File: src/hw/rob_config.svh
`ifndef ROB_CONFIG_SVH
`define ROB_CONFIG_SVH

// Reorder buffer sizing

// Number of in-flight slots
`define ROB_DEPTH 8

// Slot index width, log2 of ROB_DEPTH
`define ROB_ID_W 3

// Datapath width
`define XLEN 32

// Destination register index width
`define REG_W 5

`endif
File: src/hw/instr_pkg.sv
`include "rob_config.svh"

package instr_pkg;

   // Which unit executes the instruction
   typedef enum logic {
      KIND_ALU,
      KIND_BRANCH
   } t_instr_kind;

   typedef enum logic [1:0] {
      ADD,
      SUB,
      AND,
      XOR
   } t_alu_op;

   // Unsigned less-than only
   typedef enum logic [1:0] {
      EQ,
      NE,
      LTU
   } t_br_cond;

   // Writeback word, data for ALU results and target for branches
   typedef union packed {
      logic [`XLEN-1:0] data;
      logic [`XLEN-1:0] target;
   } t_wb_payload;

endpackage

File: src/hw/rob_pkg.sv
`include "rob_config.svh"

package rob_pkg;

   typedef logic [`ROB_ID_W-1:0] t_rob_id;

   // Written once at allocation
   typedef struct packed {
      instr_pkg::t_instr_kind kind;
      logic [`REG_W-1:0]      dest;
   } t_rob_ent_static;

   // Slot life cycle
   typedef enum logic [1:0] {
      IDLE,
      PENDING,
      READY,
      FLUSH
   } t_rob_ent_state;

   // What the queue sees of one slot
   typedef struct packed {
      t_rob_ent_static        s;
      t_rob_ent_state         state;
      instr_pkg::t_wb_payload payload;
   } t_rob_ent;

endpackage

File: src/hw/wb_bus_if.sv
`timescale 1ns/1ps

interface wb_bus_if;

   logic                   valid;
   rob_pkg::t_rob_id       robid;
   logic                   mispred;
   instr_pkg::t_wb_payload payload;

   // Arbiter side
   modport source (
      output valid,
      output robid,
      output mispred,
      output payload
   );

   // Buffer side, no back-pressure
   modport sink (
      input valid,
      input robid,
      input mispred,
      input payload
   );

endinterface

File: src/hw/rob_core.sv
`timescale 1ns/1ps
`include "rob_config.svh"

module rob_core (
   input  logic                   clk,
   input  logic                   reset,
   input  logic                   alloc_valid,
   output logic                   alloc_ready,
   input  instr_pkg::t_instr_kind alloc_kind,
   input  logic [`REG_W-1:0]      alloc_dest,
   output rob_pkg::t_rob_id       alloc_id,
   input  logic                   alu_issue_valid,
   output logic                   alu_issue_ready,
   input  rob_pkg::t_rob_id       alu_issue_robid,
   input  instr_pkg::t_alu_op     alu_issue_op,
   input  logic [`XLEN-1:0]       alu_src_a,
   input  logic [`XLEN-1:0]       alu_src_b,
   input  logic                   br_issue_valid,
   output logic                   br_issue_ready,
   input  rob_pkg::t_rob_id       br_issue_robid,
   input  instr_pkg::t_br_cond    br_issue_cond,
   input  logic [`XLEN-1:0]       br_src_a,
   input  logic [`XLEN-1:0]       br_src_b,
   input  logic                   br_pred_taken,
   input  logic [`XLEN-1:0]       br_taken_target,
   input  logic [`XLEN-1:0]       br_fall_target,
   output logic                   retire_valid,
   output instr_pkg::t_instr_kind retire_kind,
   output logic [`REG_W-1:0]      retire_dest,
   output logic [`XLEN-1:0]       retire_value,
   output logic                   flush_valid,
   output logic [`XLEN-1:0]       flush_target
);

   logic                   alu_req, alu_grant;
   logic                   br_req, br_grant, br_mispred;
   rob_pkg::t_rob_id       alu_robid, br_robid;
   instr_pkg::t_wb_payload alu_payload, br_payload;

   wb_bus_if wb_bus ();

   exec_alu u_alu (
      .clk(clk), .reset(reset),
      .issue_valid(alu_issue_valid), .issue_ready(alu_issue_ready),
      .issue_robid(alu_issue_robid), .issue_op(alu_issue_op),
      .src_a(alu_src_a), .src_b(alu_src_b),
      .req(alu_req), .grant(alu_grant),
      .res_robid(alu_robid), .res_payload(alu_payload)
   );

   exec_branch u_branch (
      .clk(clk), .reset(reset),
      .issue_valid(br_issue_valid), .issue_ready(br_issue_ready),
      .issue_robid(br_issue_robid), .issue_cond(br_issue_cond),
      .src_a(br_src_a), .src_b(br_src_b), .pred_taken(br_pred_taken),
      .taken_target(br_taken_target), .fall_target(br_fall_target),
      .req(br_req), .grant(br_grant), .res_robid(br_robid),
      .res_mispred(br_mispred), .res_payload(br_payload)
   );

   wb_arbiter u_arb (
      .clk(clk), .reset(reset),
      .alu_req(alu_req), .alu_grant(alu_grant),
      .alu_robid(alu_robid), .alu_payload(alu_payload),
      .br_req(br_req), .br_grant(br_grant), .br_robid(br_robid),
      .br_mispred(br_mispred), .br_payload(br_payload),
      .wb(wb_bus.source)
   );

   rob_queue u_queue (
      .clk(clk), .reset(reset),
      .alloc_valid(alloc_valid), .alloc_ready(alloc_ready),
      .alloc_kind(alloc_kind), .alloc_dest(alloc_dest), .alloc_id(alloc_id),
      .wb(wb_bus.sink),
      .retire_valid(retire_valid), .retire_kind(retire_kind),
      .retire_dest(retire_dest), .retire_value(retire_value),
      .flush_valid(flush_valid), .flush_target(flush_target)
   );

endmodule

File: src/hw/rob_queue.sv
`timescale 1ns/1ps
`include "rob_config.svh"

module rob_queue (
   input  logic                   clk,
   input  logic                   reset,
   input  logic                   alloc_valid,
   output logic                   alloc_ready,
   input  instr_pkg::t_instr_kind alloc_kind,
   input  logic [`REG_W-1:0]      alloc_dest,
   output rob_pkg::t_rob_id       alloc_id,
   wb_bus_if.sink                 wb,
   output logic                   retire_valid,
   output instr_pkg::t_instr_kind retire_kind,
   output logic [`REG_W-1:0]      retire_dest,
   output logic [`XLEN-1:0]       retire_value,
   output logic                   flush_valid,
   output logic [`XLEN-1:0]       flush_target
);

   rob_pkg::t_rob_id         head;
   rob_pkg::t_rob_id         tail;
   logic [`ROB_ID_W:0]       count;
   logic                     alloc_fire;
   rob_pkg::t_rob_ent_static alloc_s;
   rob_pkg::t_rob_ent        entries [`ROB_DEPTH];
   rob_pkg::t_rob_ent        head_ent;

   function automatic rob_pkg::t_rob_id next_ptr(input rob_pkg::t_rob_id ptr);
      if (ptr == rob_pkg::t_rob_id'(`ROB_DEPTH - 1)) begin
         return '0;
      end
      return ptr + 1'b1;
   endfunction

   assign alloc_s.kind = alloc_kind;
   assign alloc_s.dest = alloc_dest;
   assign alloc_ready  = (count != (`ROB_ID_W+1)'(`ROB_DEPTH)) && !flush_valid;
   assign alloc_fire   = alloc_valid && alloc_ready;
   assign alloc_id     = tail;

   for (genvar i = 0; i < `ROB_DEPTH; i++) begin : g_ent
      rob_entry u_entry (
         .clk       (clk),
         .reset     (reset),
         .robid     (rob_pkg::t_rob_id'(i)),
         .alloc_s   (alloc_s),
         .alloc     (alloc_fire && (tail == rob_pkg::t_rob_id'(i))),
         .wb        (wb),
         .flush_now (flush_valid),
         .retire    (retire_valid && (head == rob_pkg::t_rob_id'(i))),
         .entry     (entries[i])
      );
   end

   // Everything is decided at the head
   assign head_ent     = entries[head];
   assign retire_valid = (head_ent.state == rob_pkg::READY);
   assign flush_valid  = (head_ent.state == rob_pkg::FLUSH);
   assign retire_kind  = head_ent.s.kind;
   assign retire_dest  = head_ent.s.dest;
   assign retire_value = head_ent.payload.data;
   assign flush_target = head_ent.payload.target;

   always_ff @(posedge clk) begin
      if (reset || flush_valid) begin
         head  <= '0;
         tail  <= '0;
         count <= '0;
      end else begin
         if (retire_valid) head <= next_ptr(head);
         if (alloc_fire) tail <= next_ptr(tail);
         case ({alloc_fire, retire_valid})
            2'b10:   count <= count + 1'b1;
            2'b01:   count <= count - 1'b1;
            default: count <= count;
         endcase
      end
   end

   a_count_max: assert property (@(posedge clk) disable iff (reset)
      count <= (`ROB_ID_W+1)'(`ROB_DEPTH));

endmodule

File: src/hw/wb_arbiter.sv
`timescale 1ns/1ps

module wb_arbiter (
   input  logic                   clk,
   input  logic                   reset,
   input  logic                   alu_req,
   output logic                   alu_grant,
   input  rob_pkg::t_rob_id       alu_robid,
   input  instr_pkg::t_wb_payload alu_payload,
   input  logic                   br_req,
   output logic                   br_grant,
   input  rob_pkg::t_rob_id       br_robid,
   input  logic                   br_mispred,
   input  instr_pkg::t_wb_payload br_payload,
   wb_bus_if.source               wb
);

   // High when the branch unit wins a tie
   logic br_first;

   assign alu_grant = alu_req && (!br_req || !br_first);
   assign br_grant  = br_req && (!alu_req || br_first);

   always_ff @(posedge clk) begin
      if (reset) begin
         br_first <= 1'b0;
      end else if (alu_grant) begin
         br_first <= 1'b1;
      end else if (br_grant) begin
         br_first <= 1'b0;
      end
   end

   // ALU results never mispredict
   assign wb.valid   = alu_grant || br_grant;
   assign wb.robid   = br_grant ? br_robid : alu_robid;
   assign wb.mispred = br_grant && br_mispred;
   assign wb.payload = br_grant ? br_payload : alu_payload;

   a_one_grant: assert property (@(posedge clk) disable iff (reset)
      !(alu_grant && br_grant));

endmodule

File: src/hw/exec_branch.sv
`timescale 1ns/1ps
`include "rob_config.svh"

module exec_branch (
   input  logic                   clk,
   input  logic                   reset,
   input  logic                   issue_valid,
   output logic                   issue_ready,
   input  rob_pkg::t_rob_id       issue_robid,
   input  instr_pkg::t_br_cond    issue_cond,
   input  logic [`XLEN-1:0]       src_a,
   input  logic [`XLEN-1:0]       src_b,
   input  logic                   pred_taken,
   input  logic [`XLEN-1:0]       taken_target,
   input  logic [`XLEN-1:0]       fall_target,
   output logic                   req,
   input  logic                   grant,
   output rob_pkg::t_rob_id       res_robid,
   output logic                   res_mispred,
   output instr_pkg::t_wb_payload res_payload
);

   logic taken;
   logic issue_fire;

   always_comb begin
      case (issue_cond)
         instr_pkg::EQ:  taken = (src_a == src_b);
         instr_pkg::NE:  taken = (src_a != src_b);
         instr_pkg::LTU: taken = (src_a < src_b);
         default:        taken = 1'b0;
      endcase
   end

   assign issue_ready = !req || grant;
   assign issue_fire  = issue_valid && issue_ready;

   always_ff @(posedge clk) begin
      if (reset) begin
         req <= 1'b0;
      end else if (issue_fire) begin
         req <= 1'b1;
      end else if (grant) begin
         req <= 1'b0;
      end
   end

   // Resolved next address goes out as the target view
   always_ff @(posedge clk) begin
      if (issue_fire) begin
         res_robid          <= issue_robid;
         res_mispred        <= (taken != pred_taken);
         res_payload.target <= taken ? taken_target : fall_target;
      end
   end

endmodule

File: src/hw/exec_alu.sv
`timescale 1ns/1ps
`include "rob_config.svh"

module exec_alu (
   input  logic                   clk,
   input  logic                   reset,
   input  logic                   issue_valid,
   output logic                   issue_ready,
   input  rob_pkg::t_rob_id       issue_robid,
   input  instr_pkg::t_alu_op     issue_op,
   input  logic [`XLEN-1:0]       src_a,
   input  logic [`XLEN-1:0]       src_b,
   output logic                   req,
   input  logic                   grant,
   output rob_pkg::t_rob_id       res_robid,
   output instr_pkg::t_wb_payload res_payload
);

   logic [`XLEN-1:0] alu_out;
   logic             issue_fire;

   always_comb begin
      case (issue_op)
         instr_pkg::ADD: alu_out = src_a + src_b;
         instr_pkg::SUB: alu_out = src_a - src_b;
         instr_pkg::AND: alu_out = src_a & src_b;
         default:        alu_out = src_a ^ src_b;
      endcase
   end

   // Free once the held result leaves this cycle
   assign issue_ready = !req || grant;
   assign issue_fire  = issue_valid && issue_ready;

   always_ff @(posedge clk) begin
      if (reset) begin
         req <= 1'b0;
      end else if (issue_fire) begin
         req <= 1'b1;
      end else if (grant) begin
         req <= 1'b0;
      end
   end

   always_ff @(posedge clk) begin
      if (issue_fire) begin
         res_robid        <= issue_robid;
         res_payload.data <= alu_out;
      end
   end

   a_req_hold: assert property (@(posedge clk) disable iff (reset)
      req && !grant |=> req);

endmodule

File: src/hw/rob_entry.sv
`timescale 1ns/1ps

module rob_entry (
   input  logic                     clk,
   input  logic                     reset,
   input  rob_pkg::t_rob_id         robid,
   input  rob_pkg::t_rob_ent_static alloc_s,
   input  logic                     alloc,
   wb_bus_if.sink                   wb,
   input  logic                     flush_now,
   input  logic                     retire,
   output rob_pkg::t_rob_ent        entry
);

   rob_pkg::t_rob_ent_state  state;
   rob_pkg::t_rob_ent_static stat;
   instr_pkg::t_wb_payload   payload;
   logic                     wb_hit;

   assign wb_hit = wb.valid && (wb.robid == robid);

   always_ff @(posedge clk) begin
      if (reset || flush_now) begin
         state <= rob_pkg::IDLE;
      end else begin
         case (state)
            rob_pkg::IDLE: begin
               if (alloc) state <= rob_pkg::PENDING;
            end
            rob_pkg::PENDING: begin
               if (wb_hit) state <= wb.mispred ? rob_pkg::FLUSH : rob_pkg::READY;
            end
            rob_pkg::READY: begin
               if (retire) state <= rob_pkg::IDLE;
            end
            // Parked until the queue flushes at the head
            default: begin
               state <= state;
            end
         endcase
      end
   end

   // Result capture
   always_ff @(posedge clk) begin
      if (wb_hit) begin
         payload <= wb.payload;
      end
   end

   // Kind and dest from the allocating stage
   always_ff @(posedge clk) begin
      if (alloc) begin
         stat <= alloc_s;
      end
   end

   assign entry.s       = stat;
   assign entry.state   = state;
   assign entry.payload = payload;

   a_alloc_idle: assert property (@(posedge clk) disable iff (reset)
      alloc |-> state == rob_pkg::IDLE);

   // Units must only write back ids that are still waiting
   a_wb_pending: assert property (@(posedge clk) disable iff (reset)
      wb_hit |-> state == rob_pkg::PENDING);

endmodule

File: config.mk
export PLATFORM = sky130hd
export DESIGN_NAME = rob_core
export DESIGN_NICKNAME = d
export VERILOG_FILES = /design/src/hw/instr_pkg.sv /design/src/hw/rob_pkg.sv /design/src/hw/wb_bus_if.sv /design/src/hw/rob_core.sv /design/src/hw/rob_queue.sv /design/src/hw/wb_arbiter.sv /design/src/hw/exec_branch.sv /design/src/hw/exec_alu.sv /design/src/hw/rob_entry.sv
export VERILOG_INCLUDE_DIRS = /design/src /design/src/hw
export SDC_FILE = /design/constraint.sdc
export NUM_CORES = 1
export LEC_CHECK = 0
export BUFFER_PORTS_ARGS = -buffer_cell sky130_fd_sc_hd__buf_2
export CORE_MARGIN = 8
export CORE_UTILIZATION = 49
export CTS_CLUSTER_DIAMETER = 40
export CTS_CLUSTER_SIZE = 20
export DETAILED_ROUTE_END_ITERATION = 8
export PLACE_DENSITY = 0.72
export SLEW_MARGIN = 30
export SYNTH_ARGS = -nofsm -noshare
export SYNTH_HDL_FRONTEND = slang
export SYNTH_HIERARCHICAL = 1
export SYNTH_SLANG_ARGS = --single-unit
export TNS_END_PERCENT = 1
File: constraint.sdc
create_clock -name clk -period 4.4 [get_ports clk]
set_input_delay 0.22 -clock clk [delete_from_list [all_inputs] [get_ports clk]]
set_output_delay 0.22 -clock clk [all_outputs]
set_load 0.02 [all_outputs]
# Yosys cells after proc, flatten, opt, wreduce, memory -nomap -nowiden
# Index checks and enable logic that the tools add are counted.
# Widths: inputs -> output; s select.
# word_totals
regBits	404
inputBits	214
elab_cells	258
# classes
n_reduce_logical	74
bitwise	3
eq_ne	73
n_lt_le_gt_ge	2
add_sub_neg	6
muxes	57
# ops
op	n
$bmux 40 s3	1
$pmux 32 s3	1
$mux 40	2
$mux 32	2
$mux 2	24
$ne 2x2->1 const B	24
$pmux 2 s3	8
$eq 3x3->1 const B	12
$add 32x32->32	1
$and 32x32->32	1
$eq 32x32->1	1
$lt 32x32->1	1
$ne 32x32->1	1
$reduce_and 4->1	8
$sub 32x32->32	1
$xor 32x32->32	1
$logic_and 1x1->1	31
$eq 2x2->1 const B	13
$reduce_bool 3->1	8
$eq 2x1->1 const B	11
$logic_not 2->1	10
$eq 3x2->1 const B	6
$mux 3	5
$mux 1	12
other kinds (14)	30

# Depth between registers and ports, before layout
# Gate-level depths: netlist (run 1).
# logic_depth
word_depth	11
ltp_mapped	16

# Modules after synthesis
# The synthesis (run 1) kept the hierarchy.
# modules_own_cells
mod	seq_area_each_um2	instances	area_per_inst_um2	cells_each
rob_entry	1181.1	8	1261.2	51
exec_alu	1071.0	1	4683.2	537
rob_queue	200.2	1	3528.4	369
exec_branch	1101.1	1	2516.2	194
wb_arbiter	20.0	1	513.0	48

# Least setup slack after synthesis (run 1)
# OpenSTA, ideal clock, no wires.
# synth_path
path_type	input-to-reg
startpoint	input alu_src_b[8]
endpoint	register u_alu/res_payload[30] (netlist bit) (data pin)
n_path_buf	1
slack_ps	727
cell_stages	14
arrival_time_ps	3415
path_cell_list	or4_4 -> or3_4 -> nor3_4 -> a21oi_1 -> xnor2_1 -> ha_1 -> clkbuf_1 -> a21oi_1 -> o21ai_0 -> or3_1 -> nor3_1 -> nor2_1 -> a2111o_1 -> o221a_2
# synth_between
elab_chain_len	2
# synth_rtl
item	line	rtl
start, declared	rob_core.sv:17	input logic [`XLEN-1:0] alu_src_b,
$sub 32x32->32 or $add 32x32->32 (tied branches)	exec_alu.sv:25, exec_alu.sv:24	
$pmux 32 s3 *	exec_alu.sv:23	case (issue_op)
named net u_alu.alu_out[30]	exec_alu.sv:19	logic [`XLEN-1:0] alu_out;
end, declared	exec_alu.sv:16	output instr_pkg::t_wb_payload res_payload
# The timed path passes the listed nets; every way through them passes the cells marked *.
# A chain may end at the register's enable or synchronous reset.

# Worst setup path after layout (run 1)
# layout_path
startpoint	register u_queue.head[0]
endpoint	output flush_target[13]
# layout_between
elab_chain_len	4
# layout_rtl
item	line	rtl
start, declared	rob_queue.sv:21	rob_pkg::t_rob_id head;
start signal, assigned	rob_queue.sv:71	if (retire_valid) head <= next_ptr(head);
$not 3->4 (not written as such)	rob_queue.sv:57	assign head_ent = entries[head];
$bmux 40 s3	rob_queue.sv:57	
$mux 40 (not written as such) (2 in a row)	rob_queue.sv:57	
end, declared	rob_core.sv:32	output logic [`XLEN-1:0] flush_target
# Every way passes these cells. The select of a mux whose other input is x is not followed.

==> results of run 1 <==
==> critical path, stage by stage (launching register included) <==
cell	delay [ns]
dfxtp_4	0.69
buf_4	0.58
buf_4	0.63
mux4_2	0.57
nand2_1	0.08
nand2_1	0.15
buf_2	0.20
==> registers in the layout (all words and copies together), names as in the netlist <==
signal and count:
u_queue/g_ent.u_entry/state 16, u_queue/alloc_id 3, u_alu/req 1, u_arb/br_first 1, u_queue/count 4, u_queue/head 3
u_alu/res_payload 32, u_branch/res_mispred 1, u_branch/req 1, u_queue/g_ent.u_entry/entry 48, u_branch/res_robid 3, u_alu/res_robid 3
u_branch/res_payload 32, u_queue/g_ent.u_entry/payload 256
==> path summary, 6_finish.rpt <==
check	start	endpoint	slack, ns
setup reg to reg	u_queue/head[0]	u_queue/count[2]	1.00
hold reg to reg	u_queue/g_ent[1].u_entry/state[0]	u_queue/g_ent[1].u_entry/state[0]	0.49
setup / recovery	u_queue/head[0]	flush_target[13]	0.71
hold / removal	br_taken_target[1]	u_branch/res_payload[1]	0.04
==> cells in the mapped netlist (15+ instances only) <==
cell type	instances	share of area, %
edfxtp_1	375	53
nand2_1	154	2.7
ha_1	111	6.5
mux4_2	79	8.3
nor2_1	74	1.3
a21oi_1	62	1.5
inv_1	61	1.1
o21ai_0	49	1.1
xnor2_1	46	1.9
mux2_2	43	2.3
clkbuf_1	36	0.63
buf_4	33	1.2
dfxtp_1	29	2.7
mux2_4	29	2.0
nor2b_1	26	0.76
xor2_1	26	1.1
mux2i_1	21	0.99
nand3_1	19	0.45
a21o_1	18	0.63
a31oi_1	18	0.53
nand2b_1	18	0.53
and3_1	15	0.44
==> cell families after synthesis <==
| group | after synthesis | share of synthesized area (%) |
|---|---|---|
| muxes | 175 | 13.85 |
| adders and majority gates | 112 | 6.605 |
| other | 2 | 0.03521 |
| and+or+nand+nor | 388 | 9.157 |
| DFF | 404 | 55.51 |
| buffers and inverters | 156 | 3.819 |
| xor gates and xnor gates | 73 | 3.033 |
| AOI/OAI and AO/OA | 246 | 7.989 |
==> metrics by stage <==
stage	area (um^2)	setup WS, ns
after floorplan	21410	0.7273
after global placement	23180	0.3357
after detailed placement	23180	0.2720
after CTS	25450	0.5451
after global routing	25460	0.3745
final	25460	0.7091
==> power groups by stage <==
stage / Combinational, W / Sequential [W] / Clock (W)
4_1_cts: 0.00151 / 0.00460 / 0.00387
6_report: 0.00151 / 0.00459 / 0.00379
5_1_grt: 0.00166 / 0.00461 / 0.00401
3_3_place_gp: 0.00140 / 0.00466 / 0
2_1_floorplan: 0.000991 / 0.00465 / 0
3_5_place_dp: 0.00143 / 0.00468 / 0
==> per-layer routing <==
metal  share of wire, %  GRT usage (%)  vias to the layer above  wire [um]
met5                  0              0                        -          0
met4                1.9          4.769                        0        992
met3                6.9          4.377                       75       3647
met2                 48          35.14                      530      25440
met1                 43          26.63                     6869      22670
li1                   -              -                     6623          -
==> area by class of cell <==
type | instances | area, um^2
fillers | 3365 | 17520
diodes | 2 | 5.005
well taps | 585 | 732.0
inverters | 63 | 236.5
clock inverters | 30 | 387.9
multi-input cells | 1018 | 8760
clock buffers | 50 | 1142
repair buffers | 385 | 2347
flip-flops and latches | 404 | 11850
==> repair_timing <==
item | in CTS | in global routing
resized for setup | 0 | 0
hold buffers | 74 | 0
endpoints found under the setup margin | 0 | 0
hold endpoints to repair | 87 | 0
==> impl_metrics.ini, run 1 <==
[placement]
io_buffers = 291
dp.cells = 2381
dpl.hpwl_um = 36700
finalWeightedCongestion = 0.9462

[sta]
finalClockSkew_ns = 0.03296
grt_setup_unrepaired = no
setup_viol = 0
holdWs_ns = 0.03884
maxSlewHeadroom_pct = 38.75
hold_viol = 0
fmax_ghz = 0.2709
finalSetupTns_ns = 0
period_needed_ns = 3.691
final_max_slew_viol_count = 0
tightest_slew_ns = 0.9188
period_share_pct = 83.89

[drt]
dr.first_iter.drc_count = 1179
post_drt_via_cell_ratio = 5.557
route.detailed.drc = 0
vias = 14097
drt.antenna.violating_nets = 0
wl_per_cell_um = 20.79
routed_wl_um = 52750
first_pass_iters = 5

[yosys]
synth_area_mm2 = 0.02133
ys_types = 92
synthCells = 1556
synth_edf_count = 375
syn_avg_cell_area_um2 = 13.71
synth-seq-area-share_pct = 55.51
synth-async-reset-ratio_pct = 0
synthesis.yosys.warnings = 6
synth-seq-cells = 404
ys.flop_type = edfxtp_1

[setup_path]
required_ns = 4.18
worstSetupPathType = register to primary output
r2r_cells = 10
cp-start-kind = register
arrival_ns = 3.47
timing.critical_path.to_type = primary output
critPathMaxFanout = 32

[pwr]
p_total_w = 0.009901
p_switching_w = 0.002584
powerDensity_mw_per_mm2 = 388.9
internal-power_w = 0.007317
clkPwrFrac_pct = 38.3
swShare_pct = 26.10
ir_drop_mv = 0.2720
pwr-share-comb_pct = 15.3
seqPwrFrac_pct = 46.4
total_leakage_power_nw = 9.946

[floorplan]
die_x_um = 224.6
core_area_mm2 = 0.04298
die-area_mm2 = 0.05046
ios = 292
start_util_pct = 49.63
dieHeight_um = 224.6
rows = 76

[status]
status = finished, final reports clean

[hold_path]
min_path_type = primary input to register
min_path_cells = 2

[finish]
fin_cells = 2537
drive_gt1_share_pct = 29.85
final_util_pct = 59.23
syn_to_final_growth_pct = 19.36
final_nets = 2241
most-common-layout-cells = edfxtp_1 (375), buf_2 (291), nand2_1 (154)
final_common_cell = edfxtp_1

[clock_network]
tritoncts = done
insertion_delay_ns = 0.56
clock-root-buffer = clkbuf_16
cts_num_sinks = 404
cts_max_path_buffers = 3
clkTransAtPathRegs_ns = 0.06
tritoncts.num_buffers = 43
cts_setup_buffers = 0
ctsHtreeMaxLevel = 2

[job]
drv_cap = 0

[global_routing]
overflow = 0
first_global_vias = 14709
antenna_found_initial = 2
grt_pass1_wl_um = 82230
grt_max_degree = 49
gr-usage-all-layers_pct = 20.55
Note: power is estimated with default switching activity, not from simulation.
==> inputs of run 2 (changes only) <==
--- a/config.mk
+++ b/config.mk
@@ -12,7 +12,7 @@
 export CTS_CLUSTER_DIAMETER = 40
 export CTS_CLUSTER_SIZE = 20
 export DETAILED_ROUTE_END_ITERATION = 8
-export PLACE_DENSITY = 0.72
+export PLACE_DENSITY = 0.74
 export SLEW_MARGIN = 30
 export SYNTH_ARGS = -nofsm -noshare
 export SYNTH_HDL_FRONTEND = slang
==> constraint.sdc (replaced) <==
create_clock -name clk -period 3.1 [get_ports clk]
set_input_delay 0.155 -clock clk [delete_from_list [all_inputs] [get_ports clk]]
set_output_delay 0.155 -clock clk [all_outputs]
set_load 0.02 [all_outputs]
==> run 2 against run 1 <==
The flow now finishes with violations (negative setup slack). First-iteration DRC count fell by 24%. Cell count rose by 5.6%. Power rose by 46%. Die area did not move. Utilization rose by 3.1 points. Sequential share of layout area fell by 2.3 points. Register-to-register slack got worse by 0.78 ns. Largest power group unchanged.
==> impl_metrics.ini, run 2 (synthesis results as in run 1) <==
[status]
status = finished with violations
violations = negative setup slack

[setup_path]
arrival_ns = 3.45
path_cells = buf_2, or4_4, or3_4, nor3_4, buf_4, nand2_2, o41ai_4, xor2_1, ha_1, buf_4, buf_4, nand2_1, o21ai_1, a211o_1, a311o_1
required_ns = 3.40
slowest_stage = or4_4
worstSetupPathType = primary input to register
cp_slowest_stage_delay_ns = 0.53
cp-start-kind = primary input
r2r_cells = 10
worst_path_most_repeated_cell = buf_4
timing.critical_path.to_type = register
critPathMaxFanout = 5

[floorplan]
die_x_um = 224.6
die-area_mm2 = 0.05046
rows = 76
core_area_mm2 = 0.04298
dieHeight_um = 224.6
start_util_pct = 49.63
ios = 292

[hold_path]
min_path_cells = 2
min_path_type = primary input to register

[pwr]
ir_drop_mv = 0.4019
clkPwrFrac_pct = 37.7
total_leakage_power_nw = 10.69
powerDensity_mw_per_mm2 = 539.4
seqPwrFrac_pct = 45.1
p_total_w = 0.01445
internal-power_w = 0.01065
swShare_pct = 26.29
p_switching_w = 0.003798
pwr-share-comb_pct = 17.2

[finish]
syn_to_final_growth_pct = 25.56
drive_gt1_share_pct = 35.96
largest_reg_flops = 256
final_common_cell = edfxtp_1
final_nets = 2385
top_register = u_queue/g_ent.u_entry/payload
antennaDiodeCount = 0
most-common-layout-cells = edfxtp_1 (375), buf_2 (291), buf_4 (158)

[global_routing]
antenna_found_initial = 1
first_global_vias = 15436
overflow = 0
grt_pass1_wl_um = 85820
grt_max_degree = 58
gr-usage-all-layers_pct = 21.53

[drt]
route.detailed.drc = 0
drt.antenna.violating_nets = 0
vias = 14604
dr.first_iter.drc_count = 901
wl_per_cell_um = 20.72
routed_wl_um = 55510
post_drt_via_cell_ratio = 5.451
first_pass_iters = 5

[job]
drv_cap = 0

[sta]
setup_viol = 3
period_share_pct = 101.8
fmax_ghz = 0.3170
maxSlewHeadroom_pct = 38.47
worst_slack_ns = -0.05451
tightest_slew_ns = 0.9230
final_max_slew_viol_count = 0
hold_viol = 0
finalClockSkew_ns = 0.02486
grt_setup_unrepaired = yes
period_needed_ns = 3.155

[clock_network]
ctsHtreeMaxLevel = 2
cts_max_path_buffers = 3
clkTransAtPathRegs_ns = 0.06
cts_num_sinks = 404
tritoncts.num_buffers = 43
tritoncts = done
clock-root-buffer = clkbuf_16
insertion_delay_ns = 0.55

[placement]
dpl.hpwl_um = 39250
io_buffers = 291
finalWeightedCongestion = 0.9220
pre_cts_ws_ns = -0.6703
==> run 2: cell types whose count changed in the layout (fill, tap and decap cells not counted), moves of 4 or more <==
cell           change
a21oi_2            +6
clkbuf_8           -4
a21oi_1            -6
buf_4            +138
o21ai_1            +4
dlygate4sd3_1      +5
o21ai_0            -6
==> run 2: cell type report <==
| type | count | area [um^2] |
|---|---|---|
| inverters | 63 | 236.5 |
| flip-flops and latches | 404 | 11850 |
| repair buffers | 529 | 3453 |
| fillers | 3242 | 16200 |
| multi-input cells | 1018 | 8955 |
| well taps | 585 | 732.0 |
| clock inverters | 35 | 450.4 |
| clock buffers | 45 | 1105 |
==> run 2: final timing paths <==
check | to | startpoint | slack [ns]
max reg2reg | u_queue/count[2] | u_queue/head[0] | 0.22
max | u_alu/res_payload[29] | alu_src_b[8] | -0.05
min reg2reg | u_queue/count[3] | u_queue/count[3] | 0.49
min | u_alu/req | reset | 0.06
==> run 2: per-layer routing <==
layer  share of wire (%)  global-route usage (%)  wire length, um
met5               0.018                       0               10
met3                 6.0                   4.103             3314
met1                  43                   27.40            23650
met2                  49                   37.46            27390
met4                 2.1                   5.634             1147
==> run 2: metrics by stage <==
| stage | util (%) | TNS, ns | hold slack [ns] | instance area, um^2 | std cells |
|---|---|---|---|---|---|
| after detailed placement | 56.37 | -10.71 | 0.3332 | 24230 | 2518 |
| final | 62.31 | -0.08200 | 0.05768 | 26780 | 2679 |
| after CTS | 61.90 | -0.05681 | 0.05450 | 26610 | 2677 |
| after global routing | 62.31 | -0.7933 | 0.09505 | 26780 | 2679 |
| after floorplan | - | -3.308 | 0.2241 | 21420 | 1578 |
| after global placement | 56.37 | -10.13 | 0.3355 | 24230 | 2518 |
==> run 2: critical path: cells and delay by family <==
family | cells | cell delay (ns)
AO/OA/AOI/OAI | 4 | 0.91
adder cells (fa/ha/maj) | 1 | 0.26
AND/OR/NAND/NOR | 5 | 1.36
XOR/XNOR | 1 | 0.18
buffers and inverters | 4 | 0.56
==> run 2: power by group through the flow <==
stage          Combinational [W]  Sequential (W)  Clock [W]
3_3_place_gp             0.00224         0.00662          0
6_report                 0.00248         0.00652    0.00544
5_1_grt                  0.00270         0.00655    0.00574
4_1_cts                  0.00241         0.00652    0.00552
3_5_place_dp             0.00229         0.00664          0
2_1_floorplan            0.00141         0.00660          0
==> run 2: timing repair <==
item | in CTS | in global routing
buffers inserted | 0 | 2
setup endpoints to repair | 9 | 16
endpoints found under the hold margin | 89 | 0
hold buffers | 79 | 0
resized for setup | 6 | 37
pin swaps | 0 | 10
